<file path="config.mk">
export PLATFORM = sky130hd
export DESIGN_NAME = gf_alu
export DESIGN_NICKNAME = d
export VERILOG_FILES = /design/src/source/ecc_pkg.sv /design/src/source/gf_alu.sv
export SDC_FILE = /design/constraint.sdc
export NUM_CORES = 1
export LEC_CHECK = 0
export ABC_AREA = 1
export ABC_CLOCK_PERIOD_IN_PS = 16780
export BUFFER_PORTS_ARGS = -buffer_cell sky130_fd_sc_hd__buf_2
export CAP_MARGIN = 20
export CORE_AREA = 5 5 544 546
export DETAILED_ROUTE_END_ITERATION = 6
export DIE_AREA = 0 0 549 551
export GPL_ROUTABILITY_DRIVEN = 1
export PLACE_DENSITY = 0.34
export SYNTH_ARGS = -nofsm -noshare
export SYNTH_HDL_FRONTEND = slang
export SYNTH_SLANG_ARGS = --single-unit
</file>
<file path="constraint.sdc">
create_clock -name clk -period 16.78 [get_ports clk]
set_input_delay 0.839 -clock clk [delete_from_list [all_inputs] [get_ports clk]]
set_output_delay 0.839 -clock clk [all_outputs]
set_load 0.01 [all_outputs]
</file>
<file path="src/source/ecc_pkg.sv">
// ecc_pkg: shared widths, field element types, control word and bus map of the GF(2^233) core.
package ecc_pkg;

  // field degree and the middle term of x^233 + x^74 + 1.
  localparam int field_w = 233;
  localparam int red_tap = 74;

  // register file geometry.
  localparam int rf_depth = 16;
  localparam int rf_addr_w = 4;

  // quad block exponent count width.
  localparam int quad_cnt_w = 4;

  // serial multiplier runs one cycle per bit of a1.
  localparam int mul_cycles = 233;
  localparam int mul_cnt_w = $clog2(mul_cycles);

  // wishbone word and address widths.
  localparam int wb_dat_w = 32;
  localparam int wb_adr_w = 4;

  // data window, eight words cover one element; the top word carries 9 bits.
  localparam int win_words = 8;
  localparam int win_sel_w = $clog2(win_words);
  localparam int win_tail_w = field_w - (win_words - 1) * wb_dat_w;
  localparam logic [wb_adr_w-1:0] adr_ctrl = 4'd8;

  // control word occupies the low bits of a bus word.
  localparam int ctrl_w = 25;

  typedef logic [field_w-1:0] gf_elem_t;
  typedef logic [rf_addr_w-1:0] rf_addr_t;
  typedef logic [quad_cnt_w-1:0] quad_cnt_t;
  typedef logic [mul_cnt_w-1:0] mul_cnt_t;

  // multiplicative identity in polynomial basis.
  localparam gf_elem_t gf_one = gf_elem_t'(1);

  // control word, msb first.
  typedef struct packed {
    logic mul;
    logic load;
    logic init;
    logic qin_sel;
    logic quad_en;
    quad_cnt_t quad_cnt;
    logic rb2_din_sel;
    logic rb1_din_sel;
    logic a1_sel;
    logic a2_sel;
    logic a0_sel;
    logic rb3_we;
    logic rb3_ad2;
    logic rb3_ad1;
    logic rb2_we;
    logic [1:0] rb2_ad2;
    logic [1:0] rb2_ad1;
    logic rb1_we;
    logic rb1_ad2;
    logic rb1_ad1;
  } ctrl_word_t;

  // operands from the register bank into the arithmetic unit.
  typedef struct packed {
    gf_elem_t a0;
    gf_elem_t a1;
    gf_elem_t a2;
    gf_elem_t a3;
  } gf_operands_t;

  // c0 is the product, c1 the sum.
  typedef struct packed {
    gf_elem_t c0;
    gf_elem_t c1;
  } gf_results_t;

  typedef enum logic [1:0] {
    idle,
    mul_wait,
    write,
    ack
  } ctrl_state_t;

endpackage

</file>
<file path="src/source/gf_alu.sv">
// Arithmetic unit gf_alu holds an msb-first bit-serial field multiplier and the field adder.
`timescale 1ns/1ns

module gf_alu (
  input  logic                  clk,
  input  logic                  rst,
  input  ecc_pkg::gf_operands_t ops,
  input  logic                  mul_start,
  output logic                  mul_done,
  output ecc_pkg::gf_results_t  res
);
  import ecc_pkg::*;

  gf_elem_t mcand;
  gf_elem_t mplier;
  gf_elem_t acc;
  gf_elem_t acc_dbl;
  mul_cnt_t bit_cnt;
  logic     busy;

  // accumulator times x, reduced by x^74 + 1 when the top bit falls out.
  always_comb begin
    acc_dbl = {acc[field_w-2:0], 1'b0};
    if (acc[field_w-1]) begin
      acc_dbl[red_tap] = ~acc_dbl[red_tap];
      acc_dbl[0] = 1'b1;
    end
  end

  // one sequencing step per cycle while busy.
  always_ff @(posedge clk) begin
    if (rst) begin
      busy <= 1'b0;
      mul_done <= 1'b0;
      bit_cnt <= '0;
    end else begin
      mul_done <= 1'b0;
      if (mul_start) begin
        busy <= 1'b1;
        bit_cnt <= '0;
      end else if (busy) begin
        bit_cnt <= bit_cnt + 1'b1;
        // last bit of a1 consumed this cycle.
        if (bit_cnt == mul_cnt_t'(mul_cycles - 1)) begin
          busy <= 1'b0;
          mul_done <= 1'b1;
        end
      end
    end
  end

  // a0 and a1 are captured at start and a1 shifts out msb first.
  always_ff @(posedge clk) begin
    if (mul_start) begin
      mcand <= ops.a0;
      mplier <= ops.a1;
      acc <= '0;
    end else if (busy) begin
      acc <= acc_dbl ^ (mplier[field_w-1] ? mcand : '0);
      mplier <= {mplier[field_w-2:0], 1'b0};
    end
  end

  // product holds until the next start.
  assign res.c0 = acc;
  // addition in GF(2^m) is plain xor.
  assign res.c1 = ops.a2 ^ ops.a3;

  a_no_restart: assert property (@(posedge clk) disable iff (rst) mul_start |-> !busy)
    else $error("multiply started while busy");

  // one latch cycle plus mul_cycles steps separate a start from its done pulse.
  // with no restart while busy this also keeps the pulse one cycle wide.
  a_done_latency: assert property (@(posedge clk) disable iff (rst)
    mul_done |-> $past(mul_start, mul_cycles + 1))
    else $error("mul_done not mul_cycles + 1 cycles after mul_start");

endmodule

</file>
==> flow_summary.json <==
{
  "num_vias": 25400,
  "period_minus_slack_ns": 3.52,
  "vias_per_cell": 3.11,
  "worst_pin_slew_ns": 1.09,
  "hp-class": "primary input to register",
  "max_freq_mhz": 284,
  "path_delay_family": "buffers and inverters",
  "cts.repair.resized": 0,
  "clk_pin_slew_worst_paths_ns": 0.06,
  "layout_common_cells": "1,400 x buf_2, 948 x nand2_1, 466 x edfxtp_1",
  "port_buffers": 1401,
  "cap_violations": 0,
  "cts_tree": "done",
  "p_leak_nw": 19.2,
  "critPathBufInv": 4,
  "layout-drive-gt1-share_pct": 36.4,
  "syn-num-nets": 3729,
  "worstSkewPairLatency_ns": 0.72,
  "cts_buffers": 88,
  "path_max_fanout": 69,
  "fin_skew_ns": 0.0584,
  "htreeDepth": 3,
  "holdWs_ns": 0.293,
  "die_h_um": 551,
  "syn_area_um2": 29800,
  "path_common_cell": "buf_4",
  "overflow": 0,
  "drcViolationCount": 0,
  "cp_slowest_cell": "buf_4",
  "max_stage_delay_ns": 0.82,
  "hold_buffers": 0,
  "grt_antenna_before_repair": 167,
  "slew_violations": 0,
  "n_fill_cell": 33000,
  "dieArea_um2": 302000,
  "power.density_nw_per_um2": 108,
  "cp.arrival_ns": 3.85,
  "cp-startpoint": "mul_start",
  "row_count": 198,
  "post_drt_wl_per_cell_um": 22.4,
  "nets": 5086,
  "synth_warnings": 0,
  "ys_ff_latch": 709,
  "die_w_um": 549,
  "final_common_cell": "buf_2",
  "num_io_pins": 1402,
  "critPathRequiredTime_ns": 17.11,
  "ir_drop_mv": 0.0769,
  "status": "complete, no violations",
  "cts-root-buf": "clkbuf_16",
  "start_util_pct": 10.3,
  "synth_area_per_cell_um2": 10.7,
  "drt_iter0_drc": 1288,
  "cts_setup_buffers": 0,
  "slew_headroom_pct": 27.5,
  "r2r_slack_ns": 13.77,
  "firstDrtPassIters": 6,
  "rsz0062_at_grt": "no",
  "clockBufferDepth": 3,
  "area_growth_pct": 47.8,
  "fin_tns_setup_ns": 0,
  "grt_pass1_wl_um": 234000,
  "core_area_um2": 290000,
  "grt_pass1_vias": 25500,
  "r2r_end": "mplier[60]",
  "grt_max_degree": 228,
  "crit_end": "mplier[60]",
  "wl_um": 183000,
  "ys_types": 21,
  "hold_violations": 0,
  "grtUsageTotal_pct": 11.4,
  "cp-end-kind": "register",
  "ys_seq_area_share_pct": 63.2,
  "period_share_pct": 21.0,
  "crit_chain": "buf_8 > inv_8 > nand2_4 > buf_4 > buf_4",
  "worst-setup-path-type": "primary input to register",
  "reg2reg_depth": 4,
  "synth_cells": 2792,
  "clock_sinks": 709,
  "routabilityCongestion": 0.985,
  "hpwlAfterDp_um": 150000,
  "r2r-start": "busy",
  "crit_cells": 5,
  "worstSetupStartpointType": "primary input",
  "ant_nets": 0,
  "setup_viol": 0
}
## flip-flops by register name, indices dropped and copies added (netlist names)
name,count
acc,233
mcand,233
mplier,233
bit_cnt,8
busy,1
mul_done,1
## where the power goes
group	leakage, nW	total [mW]	internal [mW]	switching, mW
clock network	1.34	1.88	1.06	0.825
registers	6.69	2.13	2.04	0.0885
logic	11.2	0.756	0.268	0.488
total	19.2	4.77	3.36	1.40
## synthesized netlist by cell type
cell | number | area, um^2
clkbuf_2 | 10 | 50.1
nand2_1 | 949 | 3560
nor2_1 | 9 | 33.8
ha_1 | 2 | 25.0
nand4_1 | 1 | 6.26
clkbuf_1 | 67 | 251
nand3_1 | 6 | 30.0
dfxtp_1 | 243 | 4860
nor2_2 | 1 | 6.26
inv_2 | 1 | 3.75
buf_4 | 13 | 97.6
buf_6 | 12 | 135
xor2_1 | 465 | 4070
buf_2 | 49 | 245
o21ai_0 | 218 | 1090
inv_1 | 16 | 60.1
edfxtp_1 | 466 | 14000
o21ai_1 | 17 | 85.1
buf_1 | 4 | 15.0
nor3_1 | 3 | 15.0
a21oi_1 | 240 | 1200
## layout make-up
| type | instances | area, um^2 | area share [%] |
|---|---|---|---|
| flip-flops and latches | 709 | 18900 | 42.8 |
| clock buffers | 125 | 2370 | 5.38 |
| inverters | 17 | 71.3 | 0.162 |
| repair buffers | 1422 | 7250 | 16.4 |
| well taps | 3900 | 4880 | 11.1 |
| clock inverters | 40 | 425 | 0.965 |
| multi-input cells | 1911 | 10100 | 23.0 |
| diodes | 42 | 105 | 0.238 |
## per-layer routing
metal / track usage, % / up-vias / routed length (um)
met5: 0 / - / 720
met4: 3.58 / 110 / 6030
met3: 4.91 / 378 / 17600
met2: 21.9 / 1088 / 97900
met1: 10.8 / 11700 / 60600
li1: - / 12100 / -
## worst min-delay path by stage
| stage | startpoint | end | slack [ns] | cells past startpoint |
|---|---|---|---|---|
| detailed placement | bit_cnt[3] | bit_cnt[3] | 0.49 | 1 |
| CTS | ops[717] | mcand[18] | 0.16 | 1 |
| finish | ops[705] | mcand[6] | 0.29 | 1 |
| global placement | bit_cnt[3] | bit_cnt[3] | 0.47 | 1 |
| global route | ops[723] | mcand[24] | 0.22 | 1 |
| floorplan | bit_cnt[3] | bit_cnt[3] | 0.46 | 1 |
## kinds of logic after synthesis
logic type | count (synthesis) | synth area share (%)
adders and majority gates | 2 | 0.0838
DFF | 709 | 63.2
AOI/OAI and AO/OA | 475 | 7.97
xor gates and xnor gates | 465 | 13.6
buffers and inverters | 172 | 2.88
and+or+nand+nor | 969 | 12.2
## metrics by stage
stage          area (um^2)  instances  total power [mW]  util [%]  setup WS (ns)
3_3_place_gp         41200       7958              2.95      14.2          12.42
5_1_grt              44000       8133              5.01      15.2          13.05
6_report             44100       8166              4.77      15.2          13.26
4_1_cts              44000       8123              4.91      15.2          13.21
3_5_place_dp         41200       7958              2.95      14.2          12.34
2_1_floorplan        29800       2792              2.47         -           9.79
Note: power is estimated with default switching activity, not from simulation.
