File: src/source/ecc_pkg.sv
// ecc_pkg: shared widths, field element types, control word and bus map of the GF(2^233) core.
package ecc_pkg;

  // field degree and the middle term of x^233 + x^74 + 1.
  localparam int field_w = 233;
  localparam int red_tap = 74;

  // register file geometry.
  localparam int rf_depth = 16;
  localparam int rf_addr_w = 4;

  // quad block exponent count width.
  localparam int quad_cnt_w = 4;

  // serial multiplier runs one cycle per bit of a1.
  localparam int mul_cycles = 233;
  localparam int mul_cnt_w = $clog2(mul_cycles);

  // wishbone word and address widths.
  localparam int wb_dat_w = 32;
  localparam int wb_adr_w = 4;

  // data window, eight words cover one element; the top word carries 9 bits.
  localparam int win_words = 8;
  localparam int win_sel_w = $clog2(win_words);
  localparam int win_tail_w = field_w - (win_words - 1) * wb_dat_w;
  localparam logic [wb_adr_w-1:0] adr_ctrl = 4'd8;

  // control word occupies the low bits of a bus word.
  localparam int ctrl_w = 25;

  typedef logic [field_w-1:0] gf_elem_t;
  typedef logic [rf_addr_w-1:0] rf_addr_t;
  typedef logic [quad_cnt_w-1:0] quad_cnt_t;
  typedef logic [mul_cnt_w-1:0] mul_cnt_t;

  // multiplicative identity in polynomial basis.
  localparam gf_elem_t gf_one = gf_elem_t'(1);

  // control word, msb first.
  typedef struct packed {
    logic mul;
    logic load;
    logic init;
    logic qin_sel;
    logic quad_en;
    quad_cnt_t quad_cnt;
    logic rb2_din_sel;
    logic rb1_din_sel;
    logic a1_sel;
    logic a2_sel;
    logic a0_sel;
    logic rb3_we;
    logic rb3_ad2;
    logic rb3_ad1;
    logic rb2_we;
    logic [1:0] rb2_ad2;
    logic [1:0] rb2_ad1;
    logic rb1_we;
    logic rb1_ad2;
    logic rb1_ad1;
  } ctrl_word_t;

  // operands from the register bank into the arithmetic unit.
  typedef struct packed {
    gf_elem_t a0;
    gf_elem_t a1;
    gf_elem_t a2;
    gf_elem_t a3;
  } gf_operands_t;

  // c0 is the product, c1 the sum.
  typedef struct packed {
    gf_elem_t c0;
    gf_elem_t c1;
  } gf_results_t;

  typedef enum logic [1:0] {
    idle,
    mul_wait,
    write,
    ack
  } ctrl_state_t;

endpackage

File: src/source/ecc_wb_ctrl.sv
// ecc_wb_ctrl: wishbone classic slave with staging register, result window and instruction FSM.
`timescale 1ns/1ns

module ecc_wb_ctrl (
  input  logic                          clk,
  input  logic                          rst,
  input  logic                          wb_cyc,
  input  logic                          wb_stb,
  input  logic                          wb_we,
  input  logic [ecc_pkg::wb_adr_w-1:0]  wb_adr,
  input  logic [ecc_pkg::wb_dat_w-1:0]  wb_dat_i,
  output logic [ecc_pkg::wb_dat_w-1:0]  wb_dat_o,
  output logic                          wb_ack,
  input  ecc_pkg::gf_elem_t             a3,
  output ecc_pkg::ctrl_word_t           ctrl,
  output ecc_pkg::gf_elem_t             load_data,
  output logic                          wr_en,
  output logic                          mul_start,
  input  logic                          mul_done
);
  import ecc_pkg::*;

  ctrl_state_t                   state;
  gf_elem_t                      staging;
  ctrl_word_t                    ctrl_new;
  logic                          req;
  logic                          win_hit;
  logic                          ctrl_hit;
  logic [win_sel_w-1:0]          win_sel;
  logic [win_words*wb_dat_w-1:0] a3_pad;
  logic [wb_dat_w-1:0]           rd_word;

  // a request is only taken in idle and never in its own ack cycle.
  assign req = wb_cyc & wb_stb & ~wb_ack & (state == idle);

  // address decode.
  assign win_hit = wb_adr < adr_ctrl;
  assign ctrl_hit = wb_adr == adr_ctrl;
  assign win_sel = wb_adr[win_sel_w-1:0];

  // a3 padded with zeros up to whole words.
  assign a3_pad = {{(win_words*wb_dat_w - field_w){1'b0}}, a3};

  assign ctrl_new = ctrl_word_t'(wb_dat_i[ctrl_w-1:0]);

  // read mux, addresses above the control word read as zero.
  always_comb begin
    if (win_hit) begin
      rd_word = a3_pad[win_sel*wb_dat_w +: wb_dat_w];
    end else if (ctrl_hit) begin
      rd_word = wb_dat_w'(ctrl);
    end else begin
      rd_word = '0;
    end
  end

  assign load_data = staging;

  // instruction sequencing.
  // control write -> optional multiply -> write strobe -> ack.
  always_ff @(posedge clk) begin
    if (rst) begin
      state <= idle;
      ctrl <= '0;
      wb_ack <= 1'b0;
      wr_en <= 1'b0;
      mul_start <= 1'b0;
    end else begin
      wb_ack <= 1'b0;
      wr_en <= 1'b0;
      mul_start <= 1'b0;
      case (state)
        idle: begin
          if (req) begin
            if (wb_we && ctrl_hit) begin
              ctrl <= ctrl_new;
              if (ctrl_new.mul) begin
                mul_start <= 1'b1;
                state <= mul_wait;
              end else begin
                wr_en <= 1'b1;
                state <= write;
              end
            end else begin
              // window and register reads are answered right away.
              wb_ack <= 1'b1;
            end
          end
        end
        mul_wait: begin
          // product is stable from the done pulse onward.
          if (mul_done) begin
            wr_en <= 1'b1;
            state <= write;
          end
        end
        write: begin
          state <= ack;
        end
        ack: begin
          wb_ack <= 1'b1;
          state <= idle;
        end
        default: begin
          state <= idle;
        end
      endcase
    end
  end

  // staging register and read data, no reset.
  always_ff @(posedge clk) begin
    if (req && wb_we && win_hit) begin
      // top word keeps only the bits that exist in the field.
      if (win_sel == win_sel_w'(win_words - 1)) begin
        staging[field_w-1 -: win_tail_w] <= wb_dat_i[win_tail_w-1:0];
      end else begin
        staging[win_sel*wb_dat_w +: wb_dat_w] <= wb_dat_i;
      end
    end
    if (req && !wb_we) begin
      wb_dat_o <= rd_word;
    end
  end

  // the master holds stb until it sees ack.
  a_ack_has_stb: assert property (@(posedge clk) disable iff (rst) wb_ack |-> wb_stb)
    else $error("wb_ack without wb_stb");

endmodule

File: config.mk
export PLATFORM = sky130hd
export DESIGN_NAME = ecc_wb_ctrl
export DESIGN_NICKNAME = d
export VERILOG_FILES = /design/src/source/ecc_pkg.sv /design/src/source/ecc_wb_ctrl.sv
export SDC_FILE = /design/constraint.sdc
export NUM_CORES = 1
export LEC_CHECK = 0
export CAP_MARGIN = 20
export CORE_AREA = 2 2 220 222
export CTS_BUF_LIST = sky130_fd_sc_hd__clkbuf_8 sky130_fd_sc_hd__clkbuf_16
export DETAILED_ROUTE_END_ITERATION = 6
export DIE_AREA = 0 0 222 224
export DONT_BUFFER_PORTS = 1
export GPL_TIMING_DRIVEN = 0
export PLACE_DENSITY_LB_ADDON = 0.25
export SETUP_SLACK_MARGIN = 0.1
export SYNTH_ARGS = -nofsm -noshare
export SYNTH_HDL_FRONTEND = slang
export SYNTH_SLANG_ARGS = --single-unit
File: constraint.sdc
create_clock -name clk -period 5.2 [get_ports clk]
set_clock_uncertainty 0.15 [all_clocks]
set_input_delay 0.26 -clock clk [delete_from_list [all_inputs] [get_ports clk]]
set_output_delay 0.26 -clock clk [all_outputs]
set_load 0.05 [all_outputs]
==> impl_metrics.toml, run 1 <==
[run_status]
status = "complete, but fails checks"
violations = "DRC"

[detailed_routing]
wl_met3_mm = 3.296
dr.pass1.iters = 7
wl_met2_mm = 30.32
wirelength_mm = 56.09
num_vias = 8520
highest_layer = "met4"
drt_iter0_drc = 551
avgViaCountPerCell = 5.035
wl_met1_mm = 19.78
ant_nets = 0
post_drt_wl_per_cell_um = 33.15
drc = 3

[worst_setup_path]
worstPathMaxFanout = 10
start_kind = "input port"
worstPathRequired_ns = 5.28
worstPathArrival_ns = 3.55
r2r_cells = 8
end_kind = "flop"
critical_path_class = "input port to flop"

[synthesis]
synthCells = 928
avgSynthCellArea_um2 = 14.16
synth_flop_cell = "edfxtp_1"
yosys.area_share.simple = 0.1701
ys_async_sr_fraction = 0
synth_xor_area_frac = 0
synth-compound-area-share = 0.05620
synth_seq_cells = 295
synth-edff-count = 265
synthAdderAreaFrac = 0.008572
synth_warnings = 0
synth.yosys.seq_area_share = 0.6515
syn_nets = 1212
synth_top_family_by_area = "simple AND/OR/NAND/NOR gates"
synth.distinct_cells = 41
syn_area_um2 = 13140
synth_mux_area_frac = 0.08610

[floorplan]
start_util = 0.2775
fp.dieW_um = 222
core_area_um2 = 47350
die_h_um = 224
rows = 80
pin_count = 568
dieArea_um2 = 49730

[job]
cap_violations = 0

[timing]
hold_slack_ns = 0.03051
period_share = 0.6672
fin_tns_setup_ns = 0
final_max_slew_viol_count = 0
finalHoldViolCount = 0
slew_headroom = 0.3458
setup_slack_ns = 1.731
fmax_mhz = 288.2
period_minus_slack_ns = 3.469
finalSetupViolCount = 0
worstMarginPinSlew_ns = 0.9565
rsz0062_at_grt = "no"

[clock_tree]
cts_setup_buffers = 0
cts_buffers = 34
ctsHoldBuffers = 48
cts.clk_slew.worst_paths_ns = 0.07
cts_tree = "built"
clock_latency_ns = 0.53
ctsResizeCount = 0
cts_root_buffer = "clkbuf_16"
cts.sinks = 295
ctsHtreeMaxLevel = 2
clk_path_buf_depth = 3

[final_layout]
final_util = 0.3343
nNetsFinal = 1308
area_growth_pct = 20.48
layout-drive-gt1-share = 0.1478

[grt]
grt-ovfl-total = 0
track_usage = 0.2192
antenna_found_initial = 40
grt_max_degree = 30
grt_pass1_wl_mm = 74.71
grt_pass1_vias = 8737

[power_and_ir_drop]
total_power_w = 0.005557
power_density_nw_per_um2 = 351.1
irDropWorstVdd_mv = 0.1818
leakage_nw = 5.549

[place]
place_hpwl_mm = 42.30
pre_cts_ws_ns = 1.168
io_buffers = 0
gp_congestion = 1.006

[hold_path]
hold_path.class = "input port to flop"
holdPathStages = 2
-- layout by cell type, fill, tap and decap left out, types with 4 or more instances in the layout --
cell type      instances
edfxtp_1             265
and2_1               225
nand2_1               55
dlygate4sd3_1         48
nor2_1                41
clkbuf_16             37
dfxtp_1               30
a21oi_1               29
diode_2               28
clkbuf_1              28
nor3_1                28
a21o_1                25
mux2_2                23
a221oi_1              23
mux4_2                21
buf_2                 17
nor2b_1               15
inv_1                 12
buf_6                 11
mux2i_1               11
mux4_1                11
a211oi_1               9
a2111oi_0              9
ha_1                   9
buf_4                  7
clkinv_1               4
clkinv_2               4
buf_16                 4
-- per-stage QoR --
stage / instance area, um2 / instances
final: 15830 / 1692
after global routing: 15810 / 1685
after CTS: 15760 / 1664
after detailed placement: 14180 / 1555
after global placement: 13910 / 1543
after floorplan: 13140 / 928
-- per-layer routing --
layer / vias up / global-route usage
li1: 3643 / -
met4: 0 / 0.1027
met3: 134 / 0.04879
met5: - / 0
met1: 4208 / 0.2289
met2: 535 / 0.4163
-- worst paths after layout --
kind	end	slack (ns)	startpoint
worst min register to register	state[0]	0.43	state[0]
worst min-delay path	ctrl[8]	0.03	rst
worst max-delay path	load_data[107]	1.73	wb_adr[0]
worst max register to register	load_data[143]	2.03	state[0]
-- registers in the layout, indices dropped and copies added (netlist names) --
register / flops
load_data: 233
wb_dat_o: 32
ctrl: 25
state: 2
mul_start: 1
wb_ack: 1
wr_en: 1
-- layout make-up --
type | instances | area, um2
diodes | 28 | 70.07
fillers | 4682 | 31520
clock buffers | 39 | 953.4
plain buffers | 61 | 339.1
repair buffers | 60 | 698.2
flip-flops and latches | 295 | 8558
multi-input cells | 566 | 4272
inverters | 6 | 22.52
clock inverters | 22 | 143.9
well taps | 615 | 769.5
-- report_power, final --
group          internal, W  switching [W]  leakage [nW]
sequential         0.00261       0.000128          2.76
clock              0.00137       0.000972         0.561
combinational     0.000191       0.000282          2.23
total              0.00417        0.00138          5.55
-- Yosys cell counts, drive strengths merged (2+ instances only) --
library cell / number / area [um2]
a211oi: 9 / 67.56
inv: 6 / 22.52
nor2: 45 / 185.2
mux2: 23 / 259.0
nand4b: 2 / 17.52
ha: 9 / 112.6
a21o: 25 / 187.7
mux4: 32 / 762.0
and2: 225 / 1408
a311oi: 2 / 17.52
nand2: 55 / 206.5
a21oi: 29 / 145.1
a221oi: 23 / 201.4
buf: 31 / 224.0
clkbuf: 30 / 115.1
nor2b: 18 / 112.6
mux2i: 11 / 110.1
nor4: 3 / 63.81
nand2b: 4 / 27.53
dfxtp: 30 / 600.6
nor3: 30 / 150.1
a2111oi: 9 / 78.83
and3: 2 / 12.51
edfxtp: 265 / 7958
-- cells by family (layout without fill, tap and decap cells) --
group | after synthesis | in the layout
DFF | 295 | 295
buffers and inverters | 67 | 188
and+or+nand+nor | 390 | 390
muxes | 66 | 66
AOI/OAI and AO/OA | 101 | 101
other | 0 | 28
adders and majority gates | 9 | 9
-- worst max-delay path, stage by stage --
cell and delay (ns):
buf_6 0.15, inv_1 0.07, buf_2 0.36, buf_2 0.37, ha_1 0.29, ha_1 0.15
clkbuf_1 0.30, nand2b_1 0.37, nor3_2 0.83, buf_8 0.23, buf_6 0.16
Power figures use the tool's default switching activity.
==> run 2: changes to the inputs <==
Clock period 5.2 ns to 3.1 ns, I/O delays scaled along.
==> run 2 against run 1 <==
  * The flow finishes with violations (DRC, hold timing)
  * Power up 65%
  * Register-to-register slack got worse by 1.8 ns
  * Cell area rose by 3.9%
  * Count of clock-buffer cells in the layout fell by 1
  * Routed wire length rose by 1.1%
  * Global-route usage up 0.31 points
  * Die area stayed put
  * Combinational power increased by 85%
  * Critical path depth shrank 1
  * Core utilization rose by 1.3 points
  * Clock power increased by 58%
  * Sequential share of layout area decreased by 2.0 points
  * Largest power group unchanged
==> impl_metrics.toml, run 2 (synthesis gave the netlist of run 1 again) <==
[detailed_routing]
num_vias = 8713
post_drt_wl_per_cell_um = 32.61
drt_iter0_drc = 643
dr.pass1.iters = 7
ant_nets = 0
avgViaCountPerCell = 5.010
wirelength_mm = 56.70
drc = 2

[job]
cap_violations = 0

[hold_path]
hp-start = "a3[175]"
hold_path.class = "input port to flop"
hold_end = "wb_dat_o[15]"
holdPathStages = 3

[clock_tree]
clock_latency_ns = 0.59
ctsHtreeMaxLevel = 1
cts_buffers = 31
cts_root_buffer = "clkbuf_16"
cts.clk_slew.worst_paths_ns = 0.07
cts_tree = "built"
cts.sinks = 295
clk_path_buf_depth = 3

[floorplan]
fp.dieW_um = 222
dieArea_um2 = 49730
rows = 80
pin_count = 568
start_util = 0.2775
die_h_um = 224
core_area_um2 = 47350

[power_and_ir_drop]
irDropWorstVdd_mv = 0.3995
pwr-share-comb = 0.096
p_switching_w = 0.002337
power_density_nw_per_um2 = 557.2
seqPwrFrac = 0.502
pwr-share-clk = 0.402
internal-power_w = 0.006825
swShare = 0.2550
leakage_nw = 5.832

[timing]
period_share = 0.9256
hold_slack_ns = -0.005417
period_minus_slack_ns = 2.869
worstMarginPinSlew_ns = 0.9946
slew_headroom = 0.3198
setup_slack_ns = 0.2307
finalHoldViolCount = 1
final_max_slew_viol_count = 0
fin_tns_setup_ns = 0
fmax_mhz = 348.5
finalSetupViolCount = 0
rsz0062_at_grt = "no"

[run_status]
status = "complete, but fails checks"
violations = "DRC, hold timing"

[worst_setup_path]
r2r_cells = 10
crit_top_cell = "dlygate4sd3_1"
end_kind = "flop"
regToRegStartpoint = "state[1]"
reg2reg_slack_ns = 0.23
crit_cells = 10
worstPathArrival_ns = 3.24
timing.critical_path.buf_inv = 5
start_kind = "flop"
critical_path_class = "flop to flop"
worstPathRequired_ns = 3.48
r2r-end = "ctrl[4]"
worstPathMaxFanout = 8
slowest_delay_ns = 0.60
critPathTopFamily = "buffers and inverters"
crit_slowest_cell = "dlygate4sd3_1"
crit_chain = "inv_1 > ha_1 > and4b_1 > buf_2 > and3_1 > buf_4 > nand2_1 > dlygate4sd3_1 > a21oi_1 > dlygate4sd3_1"

[grt]
grt-ovfl-total = 0
track_usage = 0.2224
antenna_found_initial = 31
grt_pass1_wl_mm = 76.20
grt_pass1_vias = 9010
grt_max_degree = 21

[final_layout]
final_common_cell = "edfxtp_1"
final_cell_mix = "265 x edfxtp_1, 225 x and2_1, 101 x dlygate4sd3_1, 55 x nand2_1, 37 x nor2_1"
final_util = 0.3473
largest_reg_flops = 233
seq_area_um2 = 8562
fillers = 4627
multi_input_area_um2 = 4362
stdcell_area_um2 = 16440
area_growth_pct = 25.16
nNetsFinal = 1368
layout-drive-gt1-share = 0.1668

[place]
io_buffers = 0
gp_congestion = 0.8729
pre_cts_ws_ns = -0.7850
place_hpwl_mm = 41.32
placed_area_um2 = 14140
-- run 2: power groups by stage --
| stage | Sequential (W) | Combinational, W | Clock [W] |
|---|---|---|---|
| final | 0.00460 | 0.000875 | 0.00369 |
| after global placement | 0.00469 | 0.000659 | 0 |
| after global routing | 0.00460 | 0.000947 | 0.00392 |
| after CTS | 0.00460 | 0.000880 | 0.00377 |
| after detailed placement | 0.00469 | 0.000683 | 0 |
| after floorplan | 0.00466 | 0.000478 | 0 |
-- run 2: what timing repair did --
action	in CTS	in global routing
hold endpoints to repair	311	0
hold buffers	101	0
endpoints found under the setup margin	148	136
cloned	4	0
gates resized for setup	12	10
pin swaps	7	3
buffers inserted	8	5
-- run 2: layer usage --
layer	vias to the layer above	share of wire	global-route usage
met5	-	0.00023	0
met4	2	0.047	0.08827
met3	131	0.059	0.04328
met2	507	0.54	0.4263
met1	4315	0.36	0.2390
li1	3758	-	-
-- run 2: stage by stage --
step	hold slack [ns]	std cells	power [W]
after floorplan	0.1410	928	0.005139
after global placement	0.1548	1543	0.005348
after detailed placement	0.1513	1549	0.005369
after CTS	0.008776	1720	0.009247
after global routing	0.03420	1736	0.009466
final	-0.005417	1739	0.009162
-- run 2: final cells by class --
cell class / count / area share
inverter: 6 / 0.001370
sequential: 295 / 0.5208
clock buffer: 38 / 0.05304
multi-input combinational: 570 / 0.2653
clock inverter: 20 / 0.007839
timing repair buffer: 120 / 0.08128
antenna: 15 / 0.002283
tap: 615 / 0.04680
buffer: 60 / 0.02131
-- run 2: worst min-delay path, cell delays in order --
cell and delay (ns):
a221oi_1 0.06, nor3_1 0.28, a21o_1 0.12
-- run 2: worst max-delay path by stage --
stage | slack, ns | endpoint | start
5_1_grt | 0.11 | ctrl[2] | state[0]
3_3_place_gp | -1.25 | load_data[57] | wb_adr[0]
2_1_floorplan | 0.07 | load_data[32] | wb_adr[1]
6_report | 0.23 | ctrl[4] | state[1]
4_1_cts | 0.11 | ctrl[6] | wb_ack
3_5_place_dp | -0.78 | load_data[29] | wb_adr[0]
